$ cat src/hdl/boot_pkg.sv
// Boot memory subsystem definitions
package boot_pkg;

  localparam int ADDR_WIDTH = 28;
  localparam int DATA_WIDTH = 64;

  typedef enum logic
  {
    MEM_READ  = 1'b0,
    MEM_WRITE = 1'b1
  } mem_opcode_e;

  // Word 0 of program memory, word addressed
  localparam logic [ADDR_WIDTH-1:0] MEM_BASE_ADDR   = 28'h800_0000;

  localparam logic [ADDR_WIDTH-1:0] CFG_BASE_ADDR   = 28'h020_0000;
  localparam logic [ADDR_WIDTH-1:0] CFG_FREEZE_ADDR = 28'h030_0000;

  // Last table entry clears freeze, the rest write their own index
  function automatic logic [ADDR_WIDTH-1:0] cfg_entry_addr(input int unsigned idx,
                                                           input int unsigned count);
    if (idx == count - 1)
      return CFG_FREEZE_ADDR;
    else
      return CFG_BASE_ADDR + ADDR_WIDTH'(idx);
  endfunction

  function automatic logic [DATA_WIDTH-1:0] cfg_entry_data(input int unsigned idx,
                                                           input int unsigned count);
    if (idx == count - 1)
      return '0;
    else
      return DATA_WIDTH'(idx);
  endfunction

endpackage

$ cat src/hdl/mem_port_mux.sv
// Memory port ownership mux
`timescale 1ns/1ps

module mem_port_mux
  import boot_pkg::*;
(
  input  logic                  prog_done_i,

  input  logic                  ld_cmd_v_i,
  input  logic [ADDR_WIDTH-1:0] ld_cmd_addr_i,
  input  logic [DATA_WIDTH-1:0] ld_cmd_data_i,
  output logic                  ld_cmd_ready_o,
  output logic                  ld_resp_v_o,
  input  logic                  ld_resp_yumi_i,

  input  logic                  proc_mem_cmd_v_i,
  input  mem_opcode_e           proc_mem_cmd_op_i,
  input  logic [ADDR_WIDTH-1:0] proc_mem_cmd_addr_i,
  input  logic [DATA_WIDTH-1:0] proc_mem_cmd_data_i,
  output logic                  proc_mem_cmd_ready_o,
  output logic                  proc_mem_resp_v_o,
  output logic [DATA_WIDTH-1:0] proc_mem_resp_data_o,
  input  logic                  proc_mem_resp_yumi_i,

  output logic                  mem_cmd_v_o,
  output mem_opcode_e           mem_cmd_op_o,
  output logic [ADDR_WIDTH-1:0] mem_cmd_addr_o,
  output logic [DATA_WIDTH-1:0] mem_cmd_data_o,
  input  logic                  mem_cmd_ready_i,
  input  logic                  mem_resp_v_i,
  input  logic [DATA_WIDTH-1:0] mem_resp_data_i,
  output logic                  mem_resp_yumi_o
);

  // Processor side stalls until the program is in memory
  assign mem_cmd_v_o    = prog_done_i ? proc_mem_cmd_v_i    : ld_cmd_v_i;
  assign mem_cmd_op_o   = prog_done_i ? proc_mem_cmd_op_i   : MEM_WRITE;
  assign mem_cmd_addr_o = prog_done_i ? proc_mem_cmd_addr_i : ld_cmd_addr_i;
  assign mem_cmd_data_o = prog_done_i ? proc_mem_cmd_data_i : ld_cmd_data_i;

  assign ld_cmd_ready_o       = ~prog_done_i & mem_cmd_ready_i;
  assign proc_mem_cmd_ready_o =  prog_done_i & mem_cmd_ready_i;

  assign ld_resp_v_o          = ~prog_done_i & mem_resp_v_i;
  assign proc_mem_resp_v_o    =  prog_done_i & mem_resp_v_i;
  assign proc_mem_resp_data_o = mem_resp_data_i;

  assign mem_resp_yumi_o = prog_done_i ? proc_mem_resp_yumi_i : ld_resp_yumi_i;

  // Last loader ack is drained in the cycle before handoff
  a_clean_handoff: assert property (@(posedge prog_done_i)
    !mem_resp_v_i || mem_resp_yumi_o)
  else
    $error("mem_port_mux: memory response pending at ownership change");

endmodule

$ cat config.mk
export PLATFORM = sky130hd
export DESIGN_NAME = mem_port_mux
export DESIGN_NICKNAME = d
export VERILOG_FILES = /design/src/hdl/boot_pkg.sv /design/src/hdl/mem_port_mux.sv
export SDC_FILE = /design/constraint.sdc
export NUM_CORES = 1
export LEC_CHECK = 0
export BUFFER_PORTS_ARGS = -buffer_cell sky130_fd_sc_hd__clkbuf_2
export CORE_AREA = 2 2 163 165
export DETAILED_ROUTE_END_ITERATION = 12
export DIE_AREA = 0 0 165 167
export GPL_TIMING_DRIVEN = 0
export PLACE_DENSITY_LB_ADDON = 0.12
export RECOVER_POWER = 50
export SETUP_SLACK_MARGIN = 0.05
export SLEW_MARGIN = 10
export SYNTH_ARGS = -nofsm -noshare
export SYNTH_HDL_FRONTEND = slang
export SYNTH_SLANG_ARGS = --single-unit
$ cat constraint.sdc
create_clock -name vclk -period 2.1
set_input_delay 0.42 -clock vclk [all_inputs]
set_output_delay 0.42 -clock vclk [all_outputs]
set_load 0.02 [all_outputs]
==> run summary <==
Sequential power share = 0
Hold_buf cts = 0
Fin. Hold Viols = 0
Layout cell share with drive strength beyond 1 = 0.8466
Comb pwr share = 1.000
Hold Path Origin = mem_resp_data_i[34]
Clock share of power = 0
DRC Markers = 0
FMAX = 525.0 MHz
Detailed placement HPWL = 8.442 mm
Sequential cells = 0
CP max FO = 10
Vias per cell = 3.025
Dpl cells = 863
ANT nets after route = 0
Number of global-route vias before repair = 2382
Ys Warns = 0
FILL cells = 2989
Status = complete, no violations
Register area = 0 um^2
Crit path required time = 1.68 ns
Family with the most delay on the worst path = buffers and inverters
Critical path cell sequence = buf_6 -> buf_6 -> clkbuf_2 -> mux2_4 -> clkbuf_2
Peak supply drop = 59.54 uV
Layout overhead on the synthesized area = 125.7%
Num rows = 59
Sw Pwr = 0.0004906 W
Most area-consuming cells after synthesis = mux2_2 (60%), buf_4 (29%), mux2_4 (4.5%)
Width of the die = 165 um
TritonRoute pass-1 iters = 4
# nets final = 786
Overall die height = 167 um
Pins Over Slew Limit = 0
Clkbuf count = 0
Initial core utilization = 0.06454
Final Non-Filler Cells = 863
Hold Path Class = in2out
Net Sw Frac = 0.5193
Syn Nets = 430
Final setup vio count = 0
Core Area = 0.02576 mm^2
Post-synthesis cell count = 174
DR WL/cell = 10.34 um
Worst Path Buf+Inv = 4
Setup TNS = 0 ns
Starting DRT DRC Count = 4
Min Tclk post-route = 1.905 ns
Pin count of the biggest net entering global routing = 11
Endpoint type of the worst setup path = output pin
Post-synth top area cell = mux2_2
Internal Power = 0.0004542 W
Netlist cell types = 8
GRT Residual Overflow = 0
Post-CTS Setup Inserts = 0
CP Class = in2out
Launch point of the worst path = prog_done_i
RSZ-0062 raised after global routing = no
IO Pins = 419
Max Cap Viol = 0
Final period util = 0.9071
Worst slew margin = 0.7975
Die area = 0.02756 mm^2
Post-synth top area share = 0.6027
Post-Route WL = 8.924 mm
CP max stage delay = 0.32 ns
Syn avg cell area = 9.557 um^2
Startpoint types = input port
CP arrival = 1.48 ns
Antenna diodes = 0
Antenna violations before repair = 0
Synth Cell Area = 0.001663 mm^2
Sequential fraction of the synthesis area = 0
Post-CTS Resized = 0
Global-route wire length before repair = 11.92 mm
Total Routing Usage GR = 0.05367
Slew @ Worst Pin = 0.3038 ns
Routability Congestion = 0.7371
Slowest CP cell = mux2_4
Via count = 2611
Pwr per Cell Area = 251.8 mW/mm^2
IO buf count = 354
Static Leakage = 2.001 nW
[final timing paths]
kind                       end  slack, ns  cells after the start
min   proc_mem_resp_data_o[34]       1.10                      2
max         mem_cmd_data_o[60]       0.20                      5
[routing by layer]
metal  routed length [um]  GRT usage  part of all wire
met5                    0          0                 0
met4                   38   0.002268            0.0043
met3                  900   0.003985              0.10
met2                 5176     0.1219              0.58
met1                 2808    0.05191              0.31
[placed cells by master, fill, tap and decap left out]
master and n:
buf_6 2, mux2_4 5, buf_4 64, and2_0 1, and2_1 1, nand2b_1 1, mux2_2 89, nor2b_1 2
buf_2 8, clkbuf_1 76, clkbuf_2 279
[power by group through the flow]
stage	combinational [W]	sequential (W)	clock, W
2_1_floorplan	0.000587	0	0
3_3_place_gp	0.000990	0	0
3_5_place_dp	0.000982	0	0
4_1_cts	0.000985	0	0
5_1_grt	0.00102	0	0
6_report	0.000945	0	0
[logic make-up (layout without fill, tap and decap cells)]
group                  after synthesis  in the layout  synth area share
muxes                               94             94            0.6479
buffers and inverters               75            429            0.3333
and+or+nand+nor                      5              5           0.01881
[synthesized netlist by cell type, drive strengths merged]
| cell type | n |
|---|---|
| and2 | 2 |
| mux2 | 94 |
| nand2b | 1 |
| buf | 75 |
| nor2b | 2 |
[stage by stage]
| step | setup WS [ns] | area, um^2 | total power (W) | util | hold slack (ns) |
|---|---|---|---|---|---|
| after floorplan | 0.5571 | 1663 | 0.0005868 | - | 0.9526 |
| after global placement | 0.1834 | 3854 | 0.0009902 | 0.1496 | 1.067 |
| after global routing | 0.09297 | 3752 | 0.001017 | 0.1456 | 1.104 |
| after detailed placement | 0.1644 | 3854 | 0.0009817 | 0.1496 | 1.064 |
| after CTS | 0.1625 | 3854 | 0.0009849 | 0.1496 | 1.065 |
| final | 0.1952 | 3752 | 0.0009448 | 0.1456 | 1.099 |
[area by class of cell]
cell class	count	area (um^2)	area share
Buffer	75	548.0	0.1460
Tap cell	335	419.2	0.1117
Timing Repair Buffer	354	1677	0.4468
Multi-Input combinational cell	99	1109	0.2954
(Power assumes the default switching activity.)
