--- src/hdl/boot_pkg.sv ---
// Boot memory subsystem definitions
package boot_pkg;

  localparam int ADDR_WIDTH = 28;
  localparam int DATA_WIDTH = 64;

  typedef enum logic
  {
    MEM_READ  = 1'b0,
    MEM_WRITE = 1'b1
  } mem_opcode_e;

  // Word 0 of program memory, word addressed
  localparam logic [ADDR_WIDTH-1:0] MEM_BASE_ADDR   = 28'h800_0000;

  localparam logic [ADDR_WIDTH-1:0] CFG_BASE_ADDR   = 28'h020_0000;
  localparam logic [ADDR_WIDTH-1:0] CFG_FREEZE_ADDR = 28'h030_0000;

  // Last table entry clears freeze, the rest write their own index
  function automatic logic [ADDR_WIDTH-1:0] cfg_entry_addr(input int unsigned idx,
                                                           input int unsigned count);
    if (idx == count - 1)
      return CFG_FREEZE_ADDR;
    else
      return CFG_BASE_ADDR + ADDR_WIDTH'(idx);
  endfunction

  function automatic logic [DATA_WIDTH-1:0] cfg_entry_data(input int unsigned idx,
                                                           input int unsigned count);
    if (idx == count - 1)
      return '0;
    else
      return DATA_WIDTH'(idx);
  endfunction

endpackage

--- src/hdl/cfg_loader.sv ---
// Configuration loader
`timescale 1ns/1ps

module cfg_loader
  import boot_pkg::*;
#(
  parameter int CFG_COUNT = 8
) (
  input  logic                  clk_i,
  input  logic                  reset_i,

  output logic                  io_cmd_v_o,
  output logic [ADDR_WIDTH-1:0] io_cmd_addr_o,
  output logic [DATA_WIDTH-1:0] io_cmd_data_o,
  input  logic                  io_cmd_ready_i,

  input  logic                  io_resp_v_i,
  output logic                  io_resp_yumi_o,

  output logic                  cfg_done_o,
  output logic [31:0]           exec_cycle_o
);

  localparam int IDX_W = (CFG_COUNT > 1) ? $clog2(CFG_COUNT) : 1;

  logic [IDX_W-1:0] idx_r;
  logic             wait_r;
  logic             done_r;
  logic [31:0]      exec_cycle_r;

  // One command in flight at a time
  assign io_cmd_v_o     = ~reset_i & ~done_r & ~wait_r;
  assign io_cmd_addr_o  = cfg_entry_addr(idx_r, CFG_COUNT);
  assign io_cmd_data_o  = cfg_entry_data(idx_r, CFG_COUNT);
  assign io_resp_yumi_o = io_resp_v_i;

  always_ff @(posedge clk_i)
  begin
    if (reset_i)
    begin
      idx_r  <= '0;
      wait_r <= 1'b0;
      done_r <= 1'b0;
    end
    else if (io_resp_yumi_o)
    begin
      wait_r <= 1'b0;
      if (idx_r == IDX_W'(CFG_COUNT - 1))
        done_r <= 1'b1;
      else
        idx_r <= idx_r + 1'b1;
    end
    else if (io_cmd_v_o && io_cmd_ready_i)
    begin
      wait_r <= 1'b1;
    end
  end

  // Execution counter held clear until the table is written
  always_ff @(posedge clk_i)
  begin
    if (reset_i || !done_r)
      exec_cycle_r <= '0;
    else
      exec_cycle_r <= exec_cycle_r + 32'd1;
  end

  assign cfg_done_o   = done_r;
  assign exec_cycle_o = exec_cycle_r;

  // Responses only come back for an issued command
  a_resp_needs_cmd: assert property (@(posedge clk_i) disable iff (reset_i)
    io_resp_v_i |-> wait_r)
  else
    $error("cfg_loader: I/O response with no command outstanding");

endmodule

--- config.mk ---
export PLATFORM = sky130hd
export DESIGN_NAME = cfg_loader
export DESIGN_NICKNAME = d
export VERILOG_FILES = /design/src/hdl/boot_pkg.sv /design/src/hdl/cfg_loader.sv
export SDC_FILE = /design/constraint.sdc
export NUM_CORES = 1
export LEC_CHECK = 0
export BUFFER_PORTS_ARGS = -buffer_cell sky130_fd_sc_hd__buf_2
export CAP_MARGIN = 10
export CORE_UTILIZATION = 45
export DETAILED_ROUTE_END_ITERATION = 16
export PLACE_DENSITY = 0.87
export SYNTH_ARGS = -nofsm -noshare
export SYNTH_HDL_FRONTEND = slang
export SYNTH_SLANG_ARGS = --single-unit
--- constraint.sdc ---
create_clock -name clk_i -period 4.9 [get_ports clk_i]
set_clock_uncertainty 0.2 [all_clocks]
set_input_delay 0.49 -clock clk_i [delete_from_list [all_inputs] [get_ports clk_i]]
set_output_delay 0.49 -clock clk_i [all_outputs]
set_load 0.03 [all_outputs]
==> impl_results.md <==
- Result of the run: finished clean
- Met2 usage: 25.4%
- Total of warnings raised by yosys: 0
- Post-synthesis cell type with the largest combined area: sky130_fd_sc_hd__dfxtp_1
- Post-route fraction of the period consumed by the critical path: 54.1%
- Wire length of the first global-routing pass: 6260 um
- Number of failing hold endpoints at the final stage: 0
- P_leak: 1.03 nW
- Largest cells by area after synthesis: sky130_fd_sc_hd__dfxtp_1 (32%), sky130_fd_sc_hd__buf_4 (29%), sky130_fd_sc_hd__a21oi_1 (4.5%)
- Achievable clock frequency: 377 MHz
- Count of different cell masters after synthesis: 29
- Number of flops mapped to enable cells by yosys: 0
- Layout cell share with drive strength beyond 1: 16.5%
- Bufs on Longest Clock Path: 2
- Area of placed instances: 2260 sq um
- First-pass iteration count of the detailed router: 4
- Area growth from synthesis to layout: 0.962%
- Final setup slack of the worst path: 2.25 ns
- Cells after DPL: 387
- Number of I/O pins: 131
- CP Data Arrival Time: 2.66 ns
- Async set or reset register ratio after synthesis: 0%
- Worst setup timing slack at the placement stage: 2.27 ns
- WL final: 3950 um
- Endpoint kind of the worst setup timing path: flip-flop
- Count of buffers inserted at the top-level ports: 45
- Number of failing setup endpoints in the final timing report: 0
- TritonCTS clock tree: done
- Vias after detailed routing: 1784
- Synth top area share: 31.6%
- Fillers: 484
- Met3 GRT Util: 4.07%
- CTS clock-pin slew for the worst setup and hold paths: 0.08 ns
- Min-Delay Startpoint: io_resp_v_i
- Root Buffer Master: sky130_fd_sc_hd__clkbuf_8
- Launching element type of the critical path: flip-flop
- Least-Margin Pin Slew: 1.12 ns
- Die area: 5490 sq um
- Buffers inserted during post-CTS setup optimization: 0
- Sequential element share of the synthesized area: 31.6%
- Quantity of hold-fixing buffers added after cts: 0
- Number of vias per cell after detailed routing: 4.52
- Busiest layer in global routing: met2
- All-Layer GR Usage: 15.0%
- Netlist Area Pre-Place: 2340 sq um
- Pwr Total: 0.000647 W
- Number of buffers created by CTS: 5
- Largest driver fanout on the critical path: 18
- Final period demand of the worst path: 2.65 ns
- Unrepaired setup endpoints after global routing: false
- GRT Residual Overflow: 0
- Critical path required time: 4.91 ns
- Number of standard cells in the layout, taps in and fillers out: 395
- Initial DRC Count: 103
- Leading cell type by number of instances after synthesis: sky130_fd_sc_hd__buf_4
- Via count of the first global-routing pass: 1391
- Remaining DRCs: 0
- Final total negative setup slack: 0 ns
- Cell count after synthesis: 289
- Startpoint-to-endpoint class of the critical path: reg -> reg
- RePlAce Congestion: 0.788
- Sequential cell area: 741 sq um
- Worst min-delay path class: in -> reg
- Sinks on Clock Net: 37
- Multi-input gate area in the final layout: 1180 sq um
- Seq cells post-synth: 37
- PostCTS Resize Cnt: 0
- Die span in y: 74.1 um
- Number of diodes: 0
- Final #Nets: 335
- Number of max-cap violations: 0
- Initial Util: 48.3%
- Std cell rows: 25
- Count of H-tree levels built during CTS: 2
- Average wire per standard cell: 9.99 um
- PwrDens: 274 nW/um^2
- Half-perimeter wire length after detailed placement: 2960 um
- Number of max-slew violations in the final report: 0
- Worst reg2reg path startpoint: exec_cycle_o[0]
- Initial antenna violation count: 0
- Insertion delay to the later sink of the worst-skew pair: 0.29 ns
- Most frequent cells after synthesis: sky130_fd_sc_hd__buf_4 (89), sky130_fd_sc_hd__dfxtp_1 (37), sky130_fd_sc_hd__a21oi_1 (21), sky130_fd_sc_hd__nor2_1 (17)
- Worst setup path start: exec_cycle_o[0]
- VDD IR-drop max: 0.150 mV
- Die width: 74.1 um
- Placeable core area: 4850 sq um
- ANT nets after route: 0
- Met1 Usage GRT: 17.5%
- Relative slew margins: 25.2%
- Largest net degree at the start of global routing: 31
- Ys flop type: sky130_fd_sc_hd__dfxtp_1
- Synthesized area per cell: 8.10 sq um
- Post-route design area: 2360 sq um
## cell usage in the layout, fill, tap and decap left out
cell / instances
sky130_fd_sc_hd__mux2i_1: 2
sky130_fd_sc_hd__a21oi_1: 21
sky130_fd_sc_hd__or4_1: 8
sky130_fd_sc_hd__clkbuf_8: 7
sky130_fd_sc_hd__xnor2_1: 9
sky130_fd_sc_hd__dfxtp_1: 37
sky130_fd_sc_hd__conb_1: 85
sky130_fd_sc_hd__nor4_1: 1
sky130_fd_sc_hd__nand3_1: 10
sky130_fd_sc_hd__o31ai_1: 6
sky130_fd_sc_hd__and2_1: 2
sky130_fd_sc_hd__and4_1: 2
sky130_fd_sc_hd__o311ai_1: 1
sky130_fd_sc_hd__nand4_2: 1
sky130_fd_sc_hd__nand4_1: 6
sky130_fd_sc_hd__xor2_1: 2
sky130_fd_sc_hd__nor3_1: 7
sky130_fd_sc_hd__o41ai_1: 1
sky130_fd_sc_hd__or3_1: 13
sky130_fd_sc_hd__ha_1: 4
sky130_fd_sc_hd__buf_2: 45
sky130_fd_sc_hd__nand2_1: 13
sky130_fd_sc_hd__nor2b_1: 3
sky130_fd_sc_hd__o21ai_0: 12
sky130_fd_sc_hd__clkinv_2: 1
sky130_fd_sc_hd__nor2_1: 17
sky130_fd_sc_hd__inv_1: 8
sky130_fd_sc_hd__and3_1: 2
sky130_fd_sc_hd__nand2b_1: 2
## power by group
part	switching [W]	leakage, nW	internal (W)
sequential	0.00000165	0.298	0.000303
combinational	0.000101	0.673	0.00000802
clock	0.000107	0.0542	0.000127
## critical path, stage by stage (launching register included)
cell and delay (ns):
sky130_fd_sc_hd__dfxtp_1 0.41, sky130_fd_sc_hd__ha_1 0.26, sky130_fd_sc_hd__nand4_2 0.17, sky130_fd_sc_hd__or4_1 0.80, sky130_fd_sc_hd__or4_1 0.57, sky130_fd_sc_hd__a21oi_1 0.15
## layout make-up
type,count,area share [%]
clock buffers,7,4.08
flip-flops and latches,37,31.3
clock inverters,1,0.212
repair buffers,45,9.53
inverters,8,1.27
multi-input cells,230,50.0
well taps,67,3.55
## cells by family after synthesis
logic type | synth area share, %
other cells | 0.321
mux | 0.855
xor+xnor | 4.12
compound gates | 9.73
simple gates | 20.0
fa+ha+maj | 2.14
flops | 31.6
buf+inv | 31.2
## routing by layer
layer | wire [um] | part of all wire [%] | vias to the layer above
li1 | - | - | 880
met1 | 1670 | 42 | 815
met2 | 1930 | 49 | 82
met3 | 277 | 7.0 | 7
met4 | 73 | 1.8 | 0
met5 | 0 | 0 | -
## sequential cells by signal, indices dropped and copies added, names as in the netlist
name / cells
idx_r: 3
exec_cycle_o: 32
cfg_done_o: 1
wait_r: 1
## through the flow
step / util, % / hold WS [ns]
after floorplan: - / 0.279
final: 48.7 / 0.206
after detailed placement: 46.7 / 0.274
after global routing: 48.7 / 0.202
after CTS: 48.7 / 0.196
after global placement: 46.7 / 0.265
## worst paths after layout
kind / endpoint / slack (ns) / depth (start not counted)
worst max register to register: exec_cycle_o[20] / 2.25 / 5
worst max-delay path: exec_cycle_o[20] / 2.25 / 5
worst min register to register: exec_cycle_o[31] / 0.28 / 2
worst min-delay path: wait_r / 0.21 / 2
(Power assumes the default switching activity.)
