===== config.mk =====
export PLATFORM = sky130hd
export DESIGN_NAME = prog_loader
export DESIGN_NICKNAME = d
export VERILOG_FILES = /design/src/hdl/boot_pkg.sv /design/src/hdl/prog_loader.sv
export SDC_FILE = /design/constraint.sdc
export NUM_CORES = 1
export LEC_CHECK = 0
export BUFFER_PORTS_ARGS = -buffer_cell sky130_fd_sc_hd__buf_2
export CAP_MARGIN = 20
export CORE_MARGIN = 2
export CORE_UTILIZATION = 43
export CTS_BUF_LIST = sky130_fd_sc_hd__clkbuf_2 sky130_fd_sc_hd__clkbuf_4 sky130_fd_sc_hd__clkbuf_8
export CTS_CLUSTER_SIZE = 10
export DETAILED_ROUTE_END_ITERATION = 10
export PLACE_DENSITY_LB_ADDON = 0.3
export SYNTH_ARGS = -nofsm -noshare
export SYNTH_HDL_FRONTEND = slang
export SYNTH_SLANG_ARGS = --single-unit

===== constraint.sdc =====
create_clock -name clk_i -period 2.8 [get_ports clk_i]
set_input_delay 0 -clock clk_i [delete_from_list [all_inputs] [get_ports clk_i]]
set_output_delay 0 -clock clk_i [all_outputs]
set_load 0.05 [all_outputs]

===== src/hdl/boot_pkg.sv =====
// Boot memory subsystem definitions
package boot_pkg;

  localparam int ADDR_WIDTH = 28;
  localparam int DATA_WIDTH = 64;

  typedef enum logic
  {
    MEM_READ  = 1'b0,
    MEM_WRITE = 1'b1
  } mem_opcode_e;

  // Word 0 of program memory, word addressed
  localparam logic [ADDR_WIDTH-1:0] MEM_BASE_ADDR   = 28'h800_0000;

  localparam logic [ADDR_WIDTH-1:0] CFG_BASE_ADDR   = 28'h020_0000;
  localparam logic [ADDR_WIDTH-1:0] CFG_FREEZE_ADDR = 28'h030_0000;

  // Last table entry clears freeze, the rest write their own index
  function automatic logic [ADDR_WIDTH-1:0] cfg_entry_addr(input int unsigned idx,
                                                           input int unsigned count);
    if (idx == count - 1)
      return CFG_FREEZE_ADDR;
    else
      return CFG_BASE_ADDR + ADDR_WIDTH'(idx);
  endfunction

  function automatic logic [DATA_WIDTH-1:0] cfg_entry_data(input int unsigned idx,
                                                           input int unsigned count);
    if (idx == count - 1)
      return '0;
    else
      return DATA_WIDTH'(idx);
  endfunction

endpackage


===== src/hdl/prog_loader.sv =====
// Program stream loader
`timescale 1ns/1ps

module prog_loader
  import boot_pkg::*;
(
  input  logic                  clk_i,
  input  logic                  reset_i,

  input  logic                  cfg_done_i,

  input  logic                  prog_v_i,
  input  logic [DATA_WIDTH-1:0] prog_data_i,
  input  logic                  prog_last_i,
  output logic                  prog_ready_o,

  output logic                  mem_cmd_v_o,
  output logic [ADDR_WIDTH-1:0] mem_cmd_addr_o,
  output logic [DATA_WIDTH-1:0] mem_cmd_data_o,
  input  logic                  mem_cmd_ready_i,

  input  logic                  mem_resp_v_i,
  output logic                  mem_resp_yumi_o,

  output logic                  prog_done_o
);

  // Room for far more writes than the memory queue holds
  localparam int CNT_W = 8;

  logic [ADDR_WIDTH-1:0] addr_r;
  logic [CNT_W-1:0]      pending_r;
  logic [CNT_W-1:0]      pending_n;
  logic                  sent_last_r;
  logic                  done_r;
  logic                  active;
  logic                  fire;

  assign active = cfg_done_i & ~sent_last_r;

  assign prog_ready_o   = active & mem_cmd_ready_i;
  assign mem_cmd_v_o    = active & prog_v_i;
  assign mem_cmd_addr_o = addr_r;
  assign mem_cmd_data_o = prog_data_i;
  assign fire           = mem_cmd_v_o & mem_cmd_ready_i;

  // Write acks carry nothing useful
  assign mem_resp_yumi_o = mem_resp_v_i;

  assign pending_n = pending_r + CNT_W'(fire) - CNT_W'(mem_resp_yumi_o);

  always_ff @(posedge clk_i)
  begin
    if (reset_i)
    begin
      addr_r      <= MEM_BASE_ADDR;
      pending_r   <= '0;
      sent_last_r <= 1'b0;
      done_r      <= 1'b0;
    end
    else
    begin
      pending_r <= pending_n;
      if (fire)
      begin
        addr_r <= addr_r + 1'b1;
        if (prog_last_i)
          sent_last_r <= 1'b1;
      end
      if (sent_last_r && pending_n == '0)
        done_r <= 1'b1;
    end
  end

  assign prog_done_o = done_r;

  // Stream stays quiet between the last word and done
  a_no_word_after_last: assert property (@(posedge clk_i) disable iff (reset_i)
    (fire && prog_last_i) |=> (!prog_v_i throughout prog_done_o[->1]))
  else
    $error("prog_loader: stream word offered after the last one");

endmodule


==> impl_metrics.ini, run 1 <==
[critical_path]
crit_arrival_ns = 2.80
rrSetupSlack_ns = 0.23
criticalPathCategory = reg -> reg
startpoint_type = flop
path_max_fanout = 5
crit_path_end = prog_done_o
cp.required_ns = 3.03
setup.worst_path.start = sent_last_r
worstReg2RegStart = sent_last_r
r2r_cells = 12
r2r-end = prog_done_o
crit_path_end_kind = flop

[finish]
antennaDiodeCount = 0
num-nets-final = 341
layout_common_cells = buf_2, dfxtp_1, nor2_1
areaGrowthSynthToFinish_pct = -5.88
drive_above_1_share_pct = 21.8
final_common_cell = buf_2

[timing]
max_freq_ghz = 0.389
setup_viol = 0
worst_slack_ns = 0.231
timing_hold_violations_final = 0
slew_viol_final = 0
max_slew_margin_pct = 52.6
worstMarginPinSlew_ns = 0.712
finalCritPeriodShare_pct = 91.7
finalClockSkew_ns = 0.0105
fin_crit_ns = 2.57

[detailed_routing]
dr.pass1.iters = 4
drt_iter0_drc = 62
drt_wl_total_microns = 4180
dr_total_vias = 1679
vias_per_cell = 5.04
antenna_left = 0
wl_per_cell_microns = 12.5
post-route-drc-count = 0

[pwr]
power_frac_seq_pct = 39.2
peakVddDrop_mv = 0.321
power_frac_comb_pct = 35.5
powerDensity_nw_per_um2 = 694
p_sw_uw = 531
internal_power_mw = 1.04
pwr-share-clk_pct = 25.3
p_leak_nw = 0.919
finalPower_mw = 1.57
p_sw_share_pct = 33.8

[floorplanning]
start_util_pct = 44.2
fp.dieH_microns = 78.8
rows = 27
fp.dieW_microns = 78.8
core_region_area_sq_um = 5440
dieArea_sq_um = 6200
ios = 167

[global_routing]
grt_max_degree = 40
grt_overflow_total = 0
antenna_found_initial = 0
grt_pass1_wl_microns = 7170
grt_pass1_vias = 1577
grt_usage_pct = 14.5

[synthesis]
async_reset_ff_share_pct = 0
synth_xor_xnor_area_share_pct = 7.65
synth-simple-area-share_pct = 20.9
synth_edf_count = 0
synth_area_sq_um = 2400
synthMuxAreaShare_pct = 0
postSynthCellCount = 285
ys_top_cells_by_area = dfxtp_1, buf_4, xor2_1, ha_1, nor2_1
ys_seq_area_share_pct = 31.7
synth_cell_type_count = 43
ys_warn_count = 0
synth_top_area_cell = dfxtp_1
synth_top_family_by_area = buffers and inverters
yosys.area_share.adder_pct = 5.52
synth-seq-cells = 38
syn_avg_cell_area_sq_um = 8.43
synth.net_count = 366
synth_compound_area_share_pct = 9.47
synth_top_area_share_pct = 31.7
synth_ff_type = dfxtp_1

[clock_network]
cts_tree = done
cts_buffer_depth = 2
root_buffer = clkbuf_8
clkLatencyLatePin_ns = 0.29
htreeDepth = 2
clk_pin_slew_ns = 0.07
cts_sinks = 38
cts_buffers = 5
post_cts_buffers = 0

[placement]
dp_hpwl_microns = 2980
port_buffers = 38
dpl_worst_slack_ns = 0.251
place.gp.congestion = 0.756

[run_status]
outcome = finished clean

[run]
cap_violations = 0

[min_path]
hp-class = in -> out
==> cells by family after synthesis <==
logic type / Yosys count
adder cells (fa/ha/maj): 10
XOR/XNOR: 21
AND/OR/NAND/NOR: 90
buffers and inverters: 87
AO/OA/AOI/OAI: 39
flip-flops: 38
==> final cells by class <==
cell class / count / area, sq um
clock buffers: 6 / 82.6
clock inverters: 2 / 12.5
fillers: 564 / 3180
inverters: 15 / 56.3
multi-input cells: 160 / 1050
flip-flops and latches: 38 / 762
well taps: 72 / 90.1
repair buffers: 40 / 208
==> flip-flops by register name, indices dropped and copies added (netlist names) <==
name            count
pending_r           8
prog_done_o         1
sent_last_r         1
mem_cmd_addr_o     28
==> worst max-delay path: stages (launching register included) <==
cell	delay, ns
dfxtp_2	0.34
and4b_1	0.26
inv_1	0.07
ha_1	0.27
inv_1	0.06
ha_1	0.17
inv_1	0.06
fa_2	0.36
nor2b_2	0.15
o31a_1	0.20
nor4b_1	0.07
a211oi_1	0.31
a41o_1	0.21
==> metrics by stage <==
stage	instance area, sq um	hold slack, ns	cells	util (%)	TNS [ns]
after CTS	2260	0.000341	333	41.5	0
after global routing	2260	0.0000718	333	41.6	-0.00547
final	2260	0.0000185	333	41.6	0
after global placement	2150	0.000341	324	39.5	0
after floorplan	2400	0.141	285	-	0
after detailed placement	2150	0.000341	324	39.5	0
==> routing by layer <==
metal / wire length [microns] / track usage (%)
met3: 375 / 6.02
met5: 0 / 0
met1: 1960 / 18.2
met2: 1780 / 21.5
met4: 65 / 6.67
==> synth_stat cells (2+ instances only) <==
cell type,n
buf_4,65
dfxtp_1,38
nor2_1,28
a21oi_1,15
inv_1,15
o21ai_0,13
xor2_1,13
nand2_1,11
ha_1,9
nand4_1,9
or3_1,9
xnor2_1,8
nand3_1,7
nor2b_1,5
nor4_1,4
or4_1,3
a211oi_1,2
and3b_2,2
buf_6,2
clkbuf_1,2
o31a_1,2
o31ai_1,2
==> power groups by stage <==
| stage | Clock, mW | Combinational, mW | Sequential [mW] |
|---|---|---|---|
| 2_1_floorplan | 0 | 0.707 | 0.625 |
| 3_3_place_gp | 0 | 0.541 | 0.627 |
| 3_5_place_dp | 0 | 0.552 | 0.629 |
| 4_1_cts | 0.411 | 0.557 | 0.616 |
| 5_1_grt | 0.436 | 0.638 | 0.623 |
| 6_report | 0.396 | 0.557 | 0.616 |
==> worst min path at each step <==
stage | from | end | cells past startpoint
detailed placement | prog_data_i[17] | mem_cmd_data_o[17] | 0
CTS | prog_data_i[17] | mem_cmd_data_o[17] | 0
finish | prog_data_i[50] | mem_cmd_data_o[50] | 0
floorplan | prog_last_i | sent_last_r | 2
global route | prog_data_i[6] | mem_cmd_data_o[6] | 0
global placement | prog_data_i[17] | mem_cmd_data_o[17] | 0
==> repair_timing <==
item	CTS	global route
hold buffers	1	0
endpoints found under the setup margin	0	2
endpoints found under the hold margin	1	0
gates resized for setup	0	3
No activity file was read; power rests on OpenSTA's default activity.
==> run 2: changes to the inputs <==
--- a/config.mk
+++ b/config.mk
@@ -12,7 +12,9 @@
 export CTS_BUF_LIST = sky130_fd_sc_hd__clkbuf_2 sky130_fd_sc_hd__clkbuf_4 sky130_fd_sc_hd__clkbuf_8
 export CTS_CLUSTER_SIZE = 10
 export DETAILED_ROUTE_END_ITERATION = 10
+export GPL_TIMING_DRIVEN = 0
 export PLACE_DENSITY_LB_ADDON = 0.3
+export RECOVER_POWER = 50
 export SYNTH_ARGS = -nofsm -noshare
 export SYNTH_HDL_FRONTEND = slang
 export SYNTH_SLANG_ARGS = --single-unit
==> run 2 against run 1 <==
Total power rose by 30%. Via count rose by 32%. Critical path depth rose by 2. Core utilization rose by 16 points. Worst hold slack improved by 0.058 ns. Cell area rose by 38%. Sequential cell count did not move. Non-clock buffer count rose by 140. Clock-buffer cell count did not move. Die area did not move. Cell count rose by 42%. Register-to-register slack got worse by 0.08 ns. Critical endpoint unchanged. Largest power group is now combinational cells. Highest routed layer unchanged.
==> impl_metrics.ini, run 2 (same netlist as run 1, synthesis figures left out) <==
[run_status]
outcome = finished clean

[clock_network]
htreeDepth = 2
cts_sinks = 38
cts_tree = done
cts_buffer_depth = 2
cts_buffers = 5
clkLatencyLatePin_ns = 0.29
root_buffer = clkbuf_8
clk_pin_slew_ns = 0.07

[floorplanning]
start_util_pct = 44.2
rows = 27
fp.dieH_microns = 78.8
ios = 167
fp.dieW_microns = 78.8
core_region_area_sq_um = 5440
dieArea_sq_um = 6200

[finish]
fillers = 523
ff_latch_area_sq_um = 762
antennaDiodeCount = 0
drive_above_1_share_pct = 32.5
areaGrowthSynthToFinish_pct = 29.6
layout_common_cells = buf_4, clkbuf_1, dfxtp_1
num-nets-final = 481
multi_input_area_sq_um = 1080
final_common_cell = buf_4
largest_reg_flops = 28

[timing]
hold_slack_ns = 0.0580
max_freq_ghz = 0.378
fin_crit_ns = 2.64
grt_setup_unrepaired = false
timing_hold_violations_final = 0
setup_viol = 0
max_slew_margin_pct = 59.8
slew_viol_final = 0
worstMarginPinSlew_ns = 0.605
finalClockSkew_ns = 0.00790
finalCritPeriodShare_pct = 94.4

[detailed_routing]
post-route-drc-count = 0
dr_total_vias = 2208
drt_iter0_drc = 65
vias_per_cell = 4.68
drt_wl_total_microns = 5300
dr.pass1.iters = 4
antenna_left = 0
wl_per_cell_microns = 11.2

[pwr]
powerDensity_nw_per_um2 = 653
peakVddDrop_mv = 0.405
finalPower_mw = 2.03
p_leak_nw = 1.37

[global_routing]
grt_usage_pct = 16.2
grt_max_degree = 12
grt_pass1_wl_microns = 8110
grt_overflow_total = 0
grt_pass1_vias = 1933
antenna_found_initial = 0

[critical_path]
crit_slowest_cell = dfxtp_2
critPathBufInv = 5
path_max_fanout = 5
worstReg2RegStart = sent_last_r
crit_arrival_ns = 2.83
cp.required_ns = 2.98
startpoint_type = flop
setup.worst_path.start = sent_last_r
criticalPathCategory = reg -> reg
crit_top_cell = inv_1
crit_family = adder cells
crit_chain = and4b_1 -> buf_6 -> inv_1 -> ha_1 -> inv_1 -> ha_4 -> inv_1 -> fa_2 -> nor2b_2 -> o31a_1 -> nor4b_2 -> a211oi_2 -> buf_4 -> a41o_1
crit_path_end_kind = flop
max_stage_delay_ns = 0.34

[placement]
port_buffers = 102
dp_hpwl_microns = 4030
place.gp.congestion = 0.813

[run]
cap_violations = 0

[min_path]
min_from = reset_i
hp-class = in -> reg
==> run 2: final timing paths <==
| check | depth (start not counted) | slack (ns) | to |
|---|---|---|---|
| min | 3 | 0.06 | prog_done_o |
| max reg2reg | 14 | 0.16 | prog_done_o |
| max | 14 | 0.16 | prog_done_o |
| min reg2reg | 2 | 0.50 | mem_cmd_addr_o[24] |
==> run 2: repair_timing <==
action                                  in CTS  in global routing
hold buffers                                 1                  0
setup buffers                                4                  1
resized for setup                            1                  7
endpoints found under the setup margin       2                  2
hold endpoints to repair                     1                  0
pin swaps                                    2                  1
==> run 2: cell type report <==
cell class | instances | area share (%)
flip-flops and latches | 38 | 24.5
clock buffers | 6 | 2.65
well taps | 72 | 2.89
multi-input cells | 160 | 34.7
inverters | 15 | 1.81
plain buffers | 72 | 17.3
clock inverters | 1 | 0.964
repair buffers | 108 | 15.2
==> run 2: metal layers <==
metal | GRT usage [%] | wire length (microns)
met5 | 0 | 0
met4 | 5.96 | 77
met3 | 3.75 | 483
met2 | 27.1 | 2480
met1 | 20.2 | 2260
==> run 2: worst reg2reg max path, delay by kind of cell (launching register included) <==
| kind | cells | cell delay [ns] |
|---|---|---|
| adders and majority gates | 3 | 0.64 |
| DFF | 1 | 0.34 |
| AOI/OAI and AO/OA | 3 | 0.52 |
| and+or+nand+nor | 3 | 0.60 |
| buffers and inverters | 5 | 0.43 |
==> run 2: stage by stage <==
stage	utilization (%)	setup slack, ns	area, sq um	std cells	TNS [ns]
2_1_floorplan	-	0.313	2400	285	0
3_3_place_gp	55.2	0.0498	3000	459	0
3_5_place_dp	55.2	-0.0364	3000	459	-0.0364
4_1_cts	58.2	0.0123	3160	471	0
5_1_grt	57.3	0.0100	3120	472	0
6_report	57.3	0.156	3120	472	0
==> run 2: report_power, final <==
group	switching, mW	total [mW]	leakage [nW]	internal (mW)
clock network	0.185	0.470	0.0573	0.285
logic	0.556	0.946	1.00	0.390
registers	0.0280	0.616	0.309	0.588
total	0.770	2.03	1.37	1.26
